File: src/rtl/motion_defs.svh
`ifndef MOTION_DEFS_SVH
`define MOTION_DEFS_SVH

// number of motor channels
`define MOTOR_NUM 4

// motor payload widths
`define SPEED_W 32
`define STEP_W 32

// host request port
`define REQ_CMD_W 32
`define REQ_WORD_W 32
`define REQ_PARAM_W (3 * `REQ_WORD_W)

// command codes 0 .. MOTOR_NUM-1 stage a motor slot
`define CMD_EXE 30
`define CMD_STOP 31

`endif

File: src/rtl/motion_pkg.sv
`include "motion_defs.svh"

package motion_pkg;

	// unsigned speed in motor units
	typedef logic [`SPEED_W-1:0] speed_t;

	// relative step count or target position when abs_mode is set
	typedef logic signed [`STEP_W-1:0] step_t;

	// abs_mode sits in bit 0 of parameter word 0
	typedef struct packed {
		logic [`REQ_WORD_W-2:0] spare;
		logic                   abs_mode;
	} req_flags_t;

endpackage

File: src/rtl/motor_cmd_if.sv
interface motor_cmd_if
	import motion_pkg::*;
();
	logic   run;      // bit of the operating bitmap
	logic   abs_mode;
	speed_t speed;
	step_t  step;

	modport src (
		output run,
		output abs_mode,
		output speed,
		output step
	);

	modport dst (
		input run,
		input abs_mode,
		input speed,
		input step
	);
endinterface

File: src/rtl/done_collector.sv
`include "motion_defs.svh"

module done_collector (
	input  logic                  clk,
	input  logic                  resetn,
	input  logic                  i_req_en,
	input  logic [`MOTOR_NUM-1:0] i_oper_bmp,
	input  logic [`MOTOR_NUM-1:0] i_done,
	output logic                  o_all_done,
	output logic                  o_req_done
);

	logic req_done_q;

	// every operating channel has reported done
	assign o_all_done = (|i_oper_bmp) && ((i_done & i_oper_bmp) == i_oper_bmp);

	always_ff @(posedge clk) begin
		if (!resetn)
			req_done_q <= 1'b0;
		else if (i_req_en)
			req_done_q <= 1'b0;   // any new request clears the flag
		else if (o_all_done)
			req_done_q <= 1'b1;
	end

	assign o_req_done = req_done_q;

endmodule

File: src/rtl/motion_top.sv
`include "motion_defs.svh"

module motion_top
	import motion_pkg::*;
(
	input  logic                          clk,
	input  logic                          resetn,

	input  logic                          i_req_en,
	input  logic [`REQ_CMD_W-1:0]         i_req_cmd,
	input  logic [`REQ_PARAM_W-1:0]       i_req_param,
	output logic                          o_req_done,

	output logic   [`MOTOR_NUM-1:0]       o_m_start,
	output logic   [`MOTOR_NUM-1:0]       o_m_stop,
	output logic   [`MOTOR_NUM-1:0]       o_m_abs,
	output speed_t [`MOTOR_NUM-1:0]       o_m_speed,
	output step_t  [`MOTOR_NUM-1:0]       o_m_step,
	input  logic   [`MOTOR_NUM-1:0]       i_m_state
);

	logic [`MOTOR_NUM-1:0] oper_bmp;
	logic [`MOTOR_NUM-1:0] done_bmp;
	logic                  all_done;

	motor_cmd_if u_cmd [`MOTOR_NUM] ();

	req_decoder u_decoder (
		.clk         (clk),
		.resetn      (resetn),
		.i_req_en    (i_req_en),
		.i_req_cmd   (i_req_cmd),
		.i_req_param (i_req_param),
		.i_all_done  (all_done),
		.o_oper_bmp  (oper_bmp),
		.o_cmd       (u_cmd)
	);

	// one identical controller per motor
	for (genvar k = 0; k < `MOTOR_NUM; k++) begin : g_channel
		motor_channel u_channel (
			.clk       (clk),
			.resetn    (resetn),
			.i_cmd     (u_cmd[k]),
			.i_m_state (i_m_state[k]),
			.o_m_start (o_m_start[k]),
			.o_m_stop  (o_m_stop[k]),
			.o_m_abs   (o_m_abs[k]),
			.o_m_speed (o_m_speed[k]),
			.o_m_step  (o_m_step[k]),
			.o_done    (done_bmp[k])
		);
	end

	done_collector u_collector (
		.clk        (clk),
		.resetn     (resetn),
		.i_req_en   (i_req_en),
		.i_oper_bmp (oper_bmp),
		.i_done     (done_bmp),
		.o_all_done (all_done),
		.o_req_done (o_req_done)
	);

endmodule

File: src/rtl/motor_channel.sv
module motor_channel
	import motion_pkg::*;
(
	input  logic     clk,
	input  logic     resetn,
	motor_cmd_if.dst i_cmd,
	input  logic     i_m_state,
	output logic     o_m_start,
	output logic     o_m_stop,
	output logic     o_m_abs,
	output speed_t   o_m_speed,
	output step_t    o_m_step,
	output logic     o_done
);

	typedef enum logic [1:0] {
		ST_IDLE,
		ST_START,
		ST_WAIT_BUSY,
		ST_WAIT_IDLE
	} state_t;

	state_t state;
	logic   run_q;
	logic   stop_q;
	logic   done_q;
	logic   launch;
	logic   abort;

	// a new move only on the rising edge of run
	assign launch = (state == ST_IDLE) && i_cmd.run && !run_q;

	// run dropped while the motor is still ours
	assign abort = (state != ST_IDLE) && !i_cmd.run;

	always_ff @(posedge clk) begin
		if (!resetn) begin
			state  <= ST_IDLE;
			run_q  <= 1'b0;
			stop_q <= 1'b0;
			done_q <= 1'b0;
		end else begin
			run_q  <= i_cmd.run;
			stop_q <= 1'b0;
			if (abort) begin
				stop_q <= 1'b1;
				state  <= ST_IDLE;
			end else begin
				case (state)
				ST_IDLE: begin
					if (launch) begin
						state <= ST_START;
					end else if (!i_cmd.run) begin
						done_q <= 1'b0;   // release done once the operation is over
					end
				end
				ST_START: begin
					state <= ST_WAIT_BUSY;
				end
				ST_WAIT_BUSY: begin
					if (i_m_state)
						state <= ST_WAIT_IDLE;
				end
				ST_WAIT_IDLE: begin
					if (!i_m_state) begin
						done_q <= 1'b1;
						state  <= ST_IDLE;
					end
				end
				default: state <= ST_IDLE;
				endcase
			end
		end
	end

	// move latched with the start pulse and held until the next launch
	always_ff @(posedge clk) begin
		if (launch) begin
			o_m_abs   <= i_cmd.abs_mode;
			o_m_speed <= i_cmd.speed;
			o_m_step  <= i_cmd.step;
		end
	end

	assign o_m_start = (state == ST_START);
	assign o_m_stop  = stop_q;
	assign o_done    = done_q;

endmodule

File: src/rtl/req_decoder.sv
`include "motion_defs.svh"

module req_decoder
	import motion_pkg::*;
(
	input  logic                    clk,
	input  logic                    resetn,
	input  logic                    i_req_en,
	input  logic [`REQ_CMD_W-1:0]   i_req_cmd,
	input  logic [`REQ_PARAM_W-1:0] i_req_param,
	input  logic                    i_all_done,
	output logic [`MOTOR_NUM-1:0]   o_oper_bmp,
	motor_cmd_if.src                o_cmd [`MOTOR_NUM]
);

	req_flags_t req_flags;
	speed_t     req_speed;
	step_t      req_step;

	logic [`MOTOR_NUM-1:0] slot_sel;   // one-hot slot match of i_req_cmd
	logic                  cmd_is_slot;
	logic [`MOTOR_NUM-1:0] stage_bmp;
	logic [`MOTOR_NUM-1:0] oper_bmp;

	// recorded move per slot
	logic [`MOTOR_NUM-1:0] slot_abs;
	speed_t                slot_speed [`MOTOR_NUM];
	step_t                 slot_step  [`MOTOR_NUM];

	// split the parameter words
	assign req_flags = req_flags_t'(i_req_param[`REQ_WORD_W-1:0]);
	assign req_speed = speed_t'(i_req_param[`REQ_WORD_W +: `SPEED_W]);
	assign req_step  = step_t'(i_req_param[2*`REQ_WORD_W +: `STEP_W]);

	assign cmd_is_slot = |slot_sel;

	for (genvar k = 0; k < `MOTOR_NUM; k++) begin : g_slot
		assign slot_sel[k] = (i_req_cmd == `REQ_CMD_W'(k));

		always_ff @(posedge clk) begin
			if (i_req_en && slot_sel[k]) begin
				slot_abs[k]   <= req_flags.abs_mode;
				slot_speed[k] <= req_speed;
				slot_step[k]  <= req_step;
			end
		end

		// a channel runs while its operating bit is set
		assign o_cmd[k].run      = oper_bmp[k];
		assign o_cmd[k].abs_mode = slot_abs[k];
		assign o_cmd[k].speed    = slot_speed[k];
		assign o_cmd[k].step     = slot_step[k];
	end

	// staging and operating bitmaps
	always_ff @(posedge clk) begin
		if (!resetn) begin
			stage_bmp <= '0;
			oper_bmp  <= '0;
		end else if (i_req_en) begin
			if (cmd_is_slot) begin
				stage_bmp <= stage_bmp | slot_sel;
			end else if (i_req_cmd == `REQ_CMD_W'(`CMD_EXE)) begin
				oper_bmp <= stage_bmp;
			end else if (i_req_cmd == `REQ_CMD_W'(`CMD_STOP)) begin
				stage_bmp <= '0;
				oper_bmp  <= '0;
			end else begin
				stage_bmp <= '0;   // unknown code drops the staged set
			end
		end else if (i_all_done) begin
			stage_bmp <= '0;
			oper_bmp  <= '0;
		end
	end

	assign o_oper_bmp = oper_bmp;

endmodule

File: config.mk
export PLATFORM = sky130hd
export DESIGN_NAME = motion_top
export DESIGN_NICKNAME = d
export VERILOG_FILES = /design/src/rtl/motion_pkg.sv /design/src/rtl/motor_cmd_if.sv /design/src/rtl/done_collector.sv /design/src/rtl/motion_top.sv /design/src/rtl/motor_channel.sv /design/src/rtl/req_decoder.sv
export VERILOG_INCLUDE_DIRS = /design/src /design/src/rtl
export SDC_FILE = /design/constraint.sdc
export NUM_CORES = 1
export LEC_CHECK = 0
export CORE_ASPECT_RATIO = 0.75
export CORE_MARGIN = 5
export CORE_UTILIZATION = 45
export DETAILED_ROUTE_END_ITERATION = 10
export DONT_BUFFER_PORTS = 1
export PLACE_DENSITY = 0.62
export SLEW_MARGIN = 20
export SYNTH_ARGS = -nofsm -noshare
export SYNTH_HDL_FRONTEND = slang
export SYNTH_SLANG_ARGS = --single-unit
File: constraint.sdc
create_clock -name clk -period 6.1 [get_ports clk]
set_clock_uncertainty 0.15 [all_clocks]
set_input_delay 0.61 -clock clk [delete_from_list [all_inputs] [get_ports clk]]
set_output_delay 0.61 -clock clk [all_outputs]
set_load 0.005 [all_outputs]
==> implementation parameters, run 1 <==
Parameter                              Value

Yosys
  Mean instance size in the synthesized netlist ... 23.9 µm²
  Number of flip-flops and latches in the synthesized netlist ... 549
  Most used flip-flop cell after synthesis ... edfxtp_1
  Number of flops mapped to enable cells by yosys ... 520
  Warning count from the yosys run ... 0
  Post-Synthesis Cells ... between 700 and 800
  Number of unique standard cell types used by synthesis ... 43
  Top-area cell type share of the netlist area ... 89.4%
  Library cell with the largest summed area after synthesis ... edfxtp_1
  Sequential-to-total area share from yosys stat ... roughly 90%
  Area contributors post-synth ... edfxtp_1 89%, dfxtp_1 3.3%, ha_1 1.4%
  Post-Syn Nets ... ~890
  Mapped Area ... 17500 µm²
  Top cells by count, synth ... 520 x edfxtp_1, 29 x dfxtp_1, 20 x ha_1
  Post-synthesis async set-or-reset flop share ... 0%
  Most frequent cell after synthesis ... edfxtp_1

Clock network
  Worst-Skew Late Latency ... 560 ps
  CTS clock-pin slew for the worst setup and hold paths ... around 60 ps
  Number of buffers on the longest clock path ... 3
  H-tree Lvls ... 2
  Cell chosen for the clock root ... clkbuf_16
  Clock tree from TritonCTS ... yes
  Number of clock sinks ... 549
  Clock buffer count from CTS ... 49

Drt
  Routed WL ... 35900 µm
  Number of iterations in the first detailed-routing pass ... 5
  Vias after detailed routing ... 7032
  Final ANT Viol Nets ... 0
  Starting DRC count in detailed routing ... 594
  Via/cell ratio ... 5.03
  Wire per inst ... 25.7 µm
  DRC viols ... 0

Placed design
  Cell area after placement ... 18200 µm²
  Final RePlAce weighted congestion ... approximately 0.79
  Placed wire-length estimate after detailed placement ... 22800 µm
  Placed cell count ... 1240
  Number of buffers added on ports ... 0
  DP Worst Slack ... 2570 ps

Worst setup path
  Endpoint type of the worst setup path ... register
  Reg-to-reg startpoint ... g_channel[2].u_channel.state[0]
  Largest stage delay, worst path ... 890 ps
  Cell at the slowest stage of the critical path ... nor2_4
  Data required time at the worst endpoint ... 6150 ps
  Startpoint kind of the worst setup timing path ... input port
  Crit path from ... i_req_cmd[9]
  Buf+Inv Stages, Crit Path ... 1
  Crit Path Max Fanout ... 31
  Setup slack on the worst flop-to-flop path ... about 3500 ps
  CP top delay family ... simple AND/OR/NAND/NOR gates
  Class of the most critical setup path ... input port to register
  Worst Path Arrival ... ~3000 ps
  Ordered cell list for the critical path ... nor4_2 -> nand3_2 -> nor2_1 -> nand2_1 -> nor2_4 -> buf_4

Final layout
  Utilization after layout ... 53.3%
  Multi-input gate area in the final layout ... roughly 1100 µm²
  Layout filler cell count ... 2893
  Net count, final ... 1001
  Layout area overhead ... 16.9%
  Non-Filler Instances ... roughly 1400
  Fraction of layout instances using a drive strength above 1 ... 11.9%
  Sequential standard cell area ... 16200 µm²
  Cell area after layout ... ~20000 µm²

Timing
  Hold Slack ... 39.2 ps
  Period minus WS final ... 2900 ps
  Number of failing setup endpoints in the final timing report ... 0
  FMAX ... 345 MHz
  Max_slew headroom ... 23.7%
  Final hold vios ... 0
  Final period utilization ... 47.5%
  Final setup margin ... 3200 ps
  Fin. max-slew vios ... 0
  Setup repair after global routing missed its margin ... false
  Setup TNS after final layout ... 0 ps
  Least-Margin Pin Slew ... 1140 ps

Power and ir drop
  Worst ir drop on vdd ... about 0.25 mV
  Clock group share of total power ... 41.9%
  Relative contribution of sequential cells to total power ... 57.2%
  Fraction of power spent switching nets ... 18.7%
  Pwr Density ... around 350 nW/µm²
  Part of the power in combinational logic ... 0.9%
  Cell Int Power ... 5.81 mW
  Leakage component of the power ... about 6.5 nW
  Total power ... 7.14 mW
  Power spent charging and discharging nets ... 1.34 mW

Die
  Effective utilization at floorplan ... 45.6%
  Die Ht ... 181 µm
  Placement Rows ... 62
  CORE AREA ... 38300 µm²
  Top-Level Pins ... just over 400
  Die Footprint ... 42900 µm²
  Die width ... 237 µm

Run status
  Outcome ... complete, no violations

Global routing
  Global-route wire length before repair ... 51500 µm
  Number of antenna violations at the first check in global routing ... 3
  Overflow left after global routing ... 0
  Global routing usage summed across all routing layers ... 16.1%
  Via count of the first global-routing pass ... 7178
  Maximum number of pins on one net before global-route repair ... 47

Flow run
  Number of violations of the max-capacitance limit ... 0

Hold path
  Source of the worst hold timing path ... resetn
  Path class of the lowest-slack min-delay path ... input port to register
power by group through the flow:
stage	logic [mW]	clock network (mW)	registers [mW]
final	0.0654	2.99	4.09
after global routing	0.0707	3.22	4.08
after CTS	0.0650	3.07	4.09
after detailed placement	0.00922	0	4.17
after global placement	0.00922	0	4.17
after floorplan	0.00767	0	4.17
kinds of logic after synthesis:
kind of cell    Yosys count  synth area share, %
flops                   549                 92.7
fa+ha+maj                20                 1.43
simple gates             87                 3.00
xor+xnor                  2                0.100
compound gates           34                 1.32
buf+inv                  32                 1.02
mux                       7                0.401
final timing paths:
path,end,depth (start not counted)
max reg2reg,g_channel[2].u_channel.o_m_step[6],5
min,g_channel[2].u_channel.run_q,1
max,u_decoder.slot_speed[3][13],6
min reg2reg,g_channel[3].u_channel.o_m_step[8],0
per-layer routing:
| metal | part of all wire [%] | vias up | global-route usage, % | wire [µm] |
|---|---|---|---|---|
| met5 | 0 | - | 0 | 0 |
| met4 | 1.9 | 0 | 4.22 | 673 |
| met3 | 9.0 | 55 | 6.01 | 3220 |
| met2 | 50 | 295 | 26.6 | 17800 |
| met1 | 40 | 3593 | 20.4 | 14200 |
| li1 | - | 3089 | - | - |
cell usage in the layout, fill, tap and decap left out, types with 8 or more instances in the layout:
cell / count
ha_1: 20
clkinv_1: 9
dfxtp_1: 29
clkinv_2: 10
clkbuf_1: 11
nor2_1: 15
nand2_1: 13
dlygate4sd3_1: 67
edfxtp_1: 520
buf_4: 8
inv_1: 12
nor3_1: 17
a21oi_1: 14
clkbuf_16: 50
state kept, by name, indices dropped and copies added (netlist names), 8 cells and up:
register	count
g_channel.u_channel.o_m_speed	128
g_channel.u_channel.o_m_step	128
u_decoder.slot_speed	128
u_decoder.slot_step	128
g_channel.u_channel.state	8
area by class of cell:
class / count / area share [%]
Antenna cell: 3 / 0.0368
Tap cell: 512 / 3.14
Multi-Input combinational cell: 150 / 5.51
Sequential cell: 549 / 79.3
Clock inverter: 27 / 1.31
Clock buffer: 61 / 6.33
Timing Repair Buffer: 80 / 4.07
Inverter: 16 / 0.312
repair_timing:
item / in CTS / in global routing
hold buffers: 67 / 0
hold endpoints to repair: 261 / 0
resized for setup: 0 / 0
endpoints found under the setup margin: 0 / 0
buffers inserted: 0 / 0
(Power assumes the default switching activity.)
==> run 2: changes to the inputs <==
==> constraint.sdc (replaced) <==
create_clock -name clk -period 2.9 [get_ports clk]
set_clock_uncertainty 0.15 [all_clocks]
set_input_delay 0.29 -clock clk [delete_from_list [all_inputs] [get_ports clk]]
set_output_delay 0.29 -clock clk [all_outputs]
set_load 0.005 [all_outputs]
==> run 2 against run 1 <==
  * Largest power group unchanged
  * Largest cell class unchanged
  * Count of clock-buffer cells in the layout stayed put
  * Critical path depth stayed put
  * Critical path type unchanged
  * Final cell count is 0.72% higher
==> implementation parameters, run 2 (same netlist as run 1, synthesis figures left out) <==
Parameter                              Value

Drt
  Routed WL ... 35800 µm
  DRC viols ... 0
  Wire per inst ... 25.4 µm
  Number of iterations in the first detailed-routing pass ... 5
  Vias after detailed routing ... 7077
  Final ANT Viol Nets ... 0
  Via/cell ratio ... approximately 5
  Starting DRC count in detailed routing ... about 500

Global routing
  Number of antenna violations at the first check in global routing ... 5
  Via count of the first global-routing pass ... 7246
  Overflow left after global routing ... 0
  Global routing usage summed across all routing layers ... around 16%
  Maximum number of pins on one net before global-route repair ... between 60 and 70
  Global-route wire length before repair ... 51400 µm

Final layout
  Layout filler cell count ... 2901
  Fraction of layout instances using a drive strength above 1 ... 11.3%
  Sequential standard cell area ... 16200 µm²
  Most common library cell in the layout ignoring fill and taps ... edfxtp_1
  Utilization after layout ... 53.4%
  Most frequent cells in the layout ... 520 x edfxtp_1, 79 x dlygate4sd3_1, 49 x clkbuf_16, 29 x dfxtp_1, 20 x ha_1
  Multi-input gate area in the final layout ... approximately 1100 µm²
  Layout area overhead ... 17.3%
  Net count, final ... 1015

Timing
  Max_slew headroom ... roughly half
  Number of failing setup endpoints in the final timing report ... 0
  Period minus WS final ... 2370 ps
  Final hold vios ... 0
  Final period utilization ... 81.8%
  FMAX ... 422 MHz
  Fin. max-slew vios ... 0
  Setup repair after global routing missed its margin ... false
  Setup TNS after final layout ... 0 ps
  Least-Margin Pin Slew ... 741 ps

Placed design
  Number of buffers added on ports ... 0
  Final RePlAce weighted congestion ... 0.759
  Placed wire-length estimate after detailed placement ... 22100 µm

Hold path
  Hold endpoint ... u_decoder.stage_bmp[2]
  Path class of the lowest-slack min-delay path ... input port to register
  Source of the worst hold timing path ... i_req_cmd[14]
  Cell depth of the worst min-delay path ... 5

Clock network
  Worst-Skew Late Latency ... 540 ps
  Clock buffer count from CTS ... a little under 50
  Number of buffers on the longest clock path ... 3
  Number of clock sinks ... about 550
  Cell chosen for the clock root ... clkbuf_16
  Number of hold-repair buffers added at the cts stage ... 79
  H-tree Lvls ... 2
  Post-CTS Repair Setup Buffers ... 0
  Post-CTS resize count ... 0
  CTS clock-pin slew for the worst setup and hold paths ... 60 ps
  Clock tree from TritonCTS ... yes

Power and ir drop
  Fraction of power spent switching nets ... 18.4%
  Relative contribution of sequential cells to total power ... 58.7%
  Power spent charging and discharging nets ... around 2.7 mW
  Cell Int Power ... 12.0 mW
  Worst ir drop on vdd ... 0.559 mV
  Part of the power in combinational logic ... 1.0%
  Clock group share of total power ... between 40 and 50%
  Leakage component of the power ... 6.51 nW
  Pwr Density ... slightly above 700 nW/µm²

Run status
  Outcome ... complete, no violations

Die
  Placement Rows ... 62
  CORE AREA ... 38300 µm²
  Effective utilization at floorplan ... 45.6%
  Top-Level Pins ... 404
  Die Footprint ... 42900 µm²
  Die Ht ... around 180 µm
  Die width ... 237 µm

Worst setup path
  Reg-to-reg startpoint ... u_decoder.o_oper_bmp[2]
  Setup slack on the worst flop-to-flop path ... 570 ps
  FF-to-FF path depth ... 7
  Startpoint kind of the worst setup timing path ... input port
  Class of the most critical setup path ... input port to register
  Worst Path Arrival ... 2690 ps
  Endpoint type of the worst setup path ... register
  Crit Path Max Fanout ... 5
  Reg2Reg Capture Point ... u_decoder.stage_bmp[1]
  Data required time at the worst endpoint ... around 3200 ps

Flow run
  Number of violations of the max-capacitance limit ... 0
-- run 2: cell count changes in the layout (fill, tap and decap cells not counted), sizes merged --
cell         previous run  this run
dlygate4sd3            67        79
buf                    13        15
bufinv                  4         2
clkinv                 20        19
inv                    18        17
-- run 2: how the worst max path moves through the flow --
stage | startpoint | cells after the start | endpoint | slack [ps]
after detailed placement | i_req_cmd[9] | 5 | u_decoder.slot_step[2][9] | 550
after global placement | i_req_cmd[9] | 5 | u_decoder.slot_step[2][20] | 580
after global routing | u_decoder.o_oper_bmp[2] | 7 | u_decoder.stage_bmp[1] | 450
after CTS | i_req_en | 6 | u_decoder.stage_bmp[2] | 580
after floorplan | i_req_cmd[2] | 3 | u_decoder.o_cmd[2].abs_mode | -500
final | i_req_en | 6 | u_decoder.stage_bmp[2] | 530
-- run 2: stage by stage --
stage | instance area [µm²] | cells | hold slack, ps | setup WS [ps] | power (mW)
after floorplan | 17500 | 731 | 239 | -499 | 8.79
final | 20500 | 1408 | 43.1 | 529 | 14.6
after global routing | 20500 | 1407 | 55.2 | 448 | 15.1
after global placement | 18200 | 1242 | 239 | 578 | 8.79
after CTS | 20500 | 1405 | 7.57 | 580 | 14.8
after detailed placement | 18200 | 1242 | 239 | 546 | 8.79
-- run 2: cell type report --
class / instances / area share, %
flip-flops and latches: 549 / 79.1
multi-input cells: 150 / 5.50
clock buffers: 61 / 6.21
repair buffers: 94 / 4.90
diodes: 3 / 0.0367
inverters: 16 / 0.312
well taps: 512 / 3.13
clock inverters: 23 / 0.831
-- run 2: routing by layer --
layer,routed length (µm),track usage (%)
met1,14400,20.6
met5,21,0
met2,17300,26.1
met3,3420,6.47
met4,733,4.08
-- run 2: critical path: stages --
cell           delay, ps
dlygate4sd3_1        660
and4_4               240
dlygate4sd3_1        630
nand3_2               90
dlygate4sd3_1        610
a21oi_1              180
-- run 2: power groups by stage --
stage,clock network [mW],registers (mW),logic (mW)
global route,6.40,8.59,0.162
floorplan,0,8.77,0.0161
finish,5.90,8.60,0.151
global placement,0,8.77,0.0189
detailed placement,0,8.77,0.0195
CTS,6.04,8.60,0.151
==> run 3: changes to the inputs <==
==> constraint.sdc (replaced) <==
create_clock -name clk -period 2.2 [get_ports clk]
set_clock_uncertainty 0.15 [all_clocks]
set_input_delay 0.22 -clock clk [delete_from_list [all_inputs] [get_ports clk]]
set_output_delay 0.22 -clock clk [all_outputs]
set_load 0.005 [all_outputs]
==> run 3 against run 2 <==
  * Count of clock-buffer cells in the layout is 2 higher
  * Power is 35% higher
  * Worst hold slack better by 14 ps
  * Non-clock buffer count is 27 higher
  * Largest power group unchanged
  * Worst setup slack worse by 390 ps
  * Critical path type unchanged
  * Die area stayed put
  * Final cell count is 2.3% higher
==> implementation parameters, run 3 (same netlist as run 1, synthesis figures left out) <==
Parameter                              Value

Clock network
  CTS clock-pin slew for the worst setup and hold paths ... around 60 ps
  Number of clock sinks ... 549
  Clock tree from TritonCTS ... yes
  Worst-Skew Late Latency ... approximately 550 ps
  Cell chosen for the clock root ... clkbuf_16
  Clock buffer count from CTS ... 50
  Number of buffers on the longest clock path ... 3
  H-tree Lvls ... 2

Worst setup path
  CP top delay family ... buffers and inverters
  Capture point of the critical path ... u_decoder.stage_bmp[0]
  Setup slack on the worst flop-to-flop path ... 330 ps
  Buf+Inv Stages, Crit Path ... 3
  Endpoint type of the worst setup path ... register
  Stages on worst setup path ... 8
  Reg-to-reg startpoint ... g_channel[1].u_channel.state[0]
  Most frequent CP cell ... dlygate4sd3_1
  Largest stage delay, worst path ... ~610 ps
  FF-to-FF path depth ... 4
  Cell at the slowest stage of the critical path ... dlygate4sd3_1
  Ordered cell list for the critical path ... dlygate4sd3_1 -> nor4_4 -> nand3_2 -> buf_4 -> nor3_1 -> dlygate4sd3_1 -> a31oi_1 -> a21oi_1
  Class of the most critical setup path ... input port to register
  Worst Path Arrival ... 2400 ps
  Reg2Reg Capture Point ... g_channel[1].u_channel.o_m_speed[10]
  Crit path from ... i_req_cmd[9]
  Data required time at the worst endpoint ... ~2500 ps
  Crit Path Max Fanout ... 3
  Startpoint kind of the worst setup timing path ... input port

Timing
  Setup repair after global routing missed its margin ... false
  Number of failing setup endpoints in the final timing report ... 0
  Setup TNS after final layout ... 0 ps
  FMAX ... 484 MHz
  Fin. max-slew vios ... 0
  Final period utilization ... 93.9%
  Max_slew headroom ... 73.2%
  Final hold vios ... 0
  Hold Slack ... 57.4 ps
  Least-Margin Pin Slew ... 401 ps
  Period minus WS final ... 2070 ps
  Final setup margin ... 134 ps

Global routing
  Global routing usage summed across all routing layers ... about 16%
  Maximum number of pins on one net before global-route repair ... 52
  Overflow left after global routing ... 0
  Global-route wire length before repair ... 52500 µm
  Number of antenna violations at the first check in global routing ... 2
  Via count of the first global-routing pass ... 7501

Final layout
  Sequential standard cell area ... 16200 µm²
  Multi-input gate area in the final layout ... 1230 µm²
  Layout area overhead ... 20.7%
  Most common library cell in the layout ignoring fill and taps ... edfxtp_1
  Net count, final ... roughly 1000
  Most frequent cells in the layout ... 520 x edfxtp_1, 90 x dlygate4sd3_1, 51 x clkbuf_16, 23 x dfxtp_1, 20 x buf_12
  Layout filler cell count ... 2855
  Cell area after layout ... around 21000 µm²
  Fraction of layout instances using a drive strength above 1 ... 15.6%

Die
  Die Ht ... 181 µm
  Placement Rows ... 62
  Top-Level Pins ... 404
  CORE AREA ... about 38000 µm²
  Effective utilization at floorplan ... 45.6%
  Die Footprint ... 42900 µm²
  Die width ... 237 µm

Power and ir drop
  Leakage component of the power ... 6.72 nW
  Worst ir drop on vdd ... 0.747 mV
  Total power ... around 20 mW
  Pwr Density ... 935 nW/µm²

Hold path
  Source of the worst hold timing path ... i_req_cmd[18]
  Path class of the lowest-slack min-delay path ... input port to register

Drt
  DRC viols ... 0
  Starting DRC count in detailed routing ... between 500 and 600
  Final ANT Viol Nets ... 0
  Via/cell ratio ... 5.06
  Number of iterations in the first detailed-routing pass ... 5
  Wire per inst ... 25.3 µm
  Vias after detailed routing ... between 7000 and 8000
  Routed WL ... 36500 µm

Flow run
  Number of violations of the max-capacitance limit ... 0

Run status
  Outcome ... complete, no violations

Placed design
  Placed wire-length estimate after detailed placement ... 23000 µm
  DP Worst Slack ... 132 ps
  Cell area after placement ... 18600 µm²
  Final RePlAce weighted congestion ... around 0.77
  Number of buffers added on ports ... 0
[run 3: worst min path at each step]
stage	endpoint	slack [ps]	cells after the start
after global placement	u_decoder.slot_step[3][20]	170	0
after global routing	u_decoder.stage_bmp[0]	40	3
after detailed placement	u_decoder.slot_speed[3][29]	170	0
final	u_decoder.stage_bmp[2]	60	4
after CTS	u_decoder.stage_bmp[3]	2	4
after floorplan	u_decoder.o_cmd[0].abs_mode	170	0
[run 3: worst register-to-register path, delay by kind of cell, from the launching register on]
family        cells  cell delay (ps)
buf+inv           2              430
flops             1              350
fa+ha+maj         1              290
simple gates      1              270
[run 3: per-layer routing]
metal  up-vias  global-route usage [%]  wire [µm]
li1       3186                       -          -
met3        54                    6.88       3710
met5         -                       0         13
met4         2                    3.97        762
met1      3728                    20.9      14400
met2       323                    26.6      17600
[run 3: per-stage QoR]
stage	std cells	util (%)
after floorplan	731	-
after global placement	1254	48.5
after detailed placement	1254	48.5
after CTS	1437	54.9
after global routing	1439	55.0
final	1440	55.0
[run 3: what timing repair did]
item,CTS,global route
buffers inserted,0,3
hold buffers,92,0
setup endpoints to repair,0,4
hold endpoints to repair,372,0
gates resized for setup,0,7
[run 3: power breakdown]
part | switching (mW) | internal (mW) | total (mW)
Combinational | 0.109 | 0.118 | 0.227
Sequential | 0.000000000499 | 11.3 | 11.3
Clock | 3.63 | 4.52 | 8.15
Total | 3.74 | 16.0 | 19.7
[run 3: layout make-up]
class / instances / share of cell area, %
Clock buffer: 63 / 6.27
Clock inverter: 28 / 1.03
Multi-Input combinational cell: 150 / 5.86
Inverter: 16 / 0.338
Tap cell: 512 / 3.04
Timing Repair Buffer: 121 / 6.59
Sequential cell: 549 / 76.9
Antenna cell: 1 / 0.0119
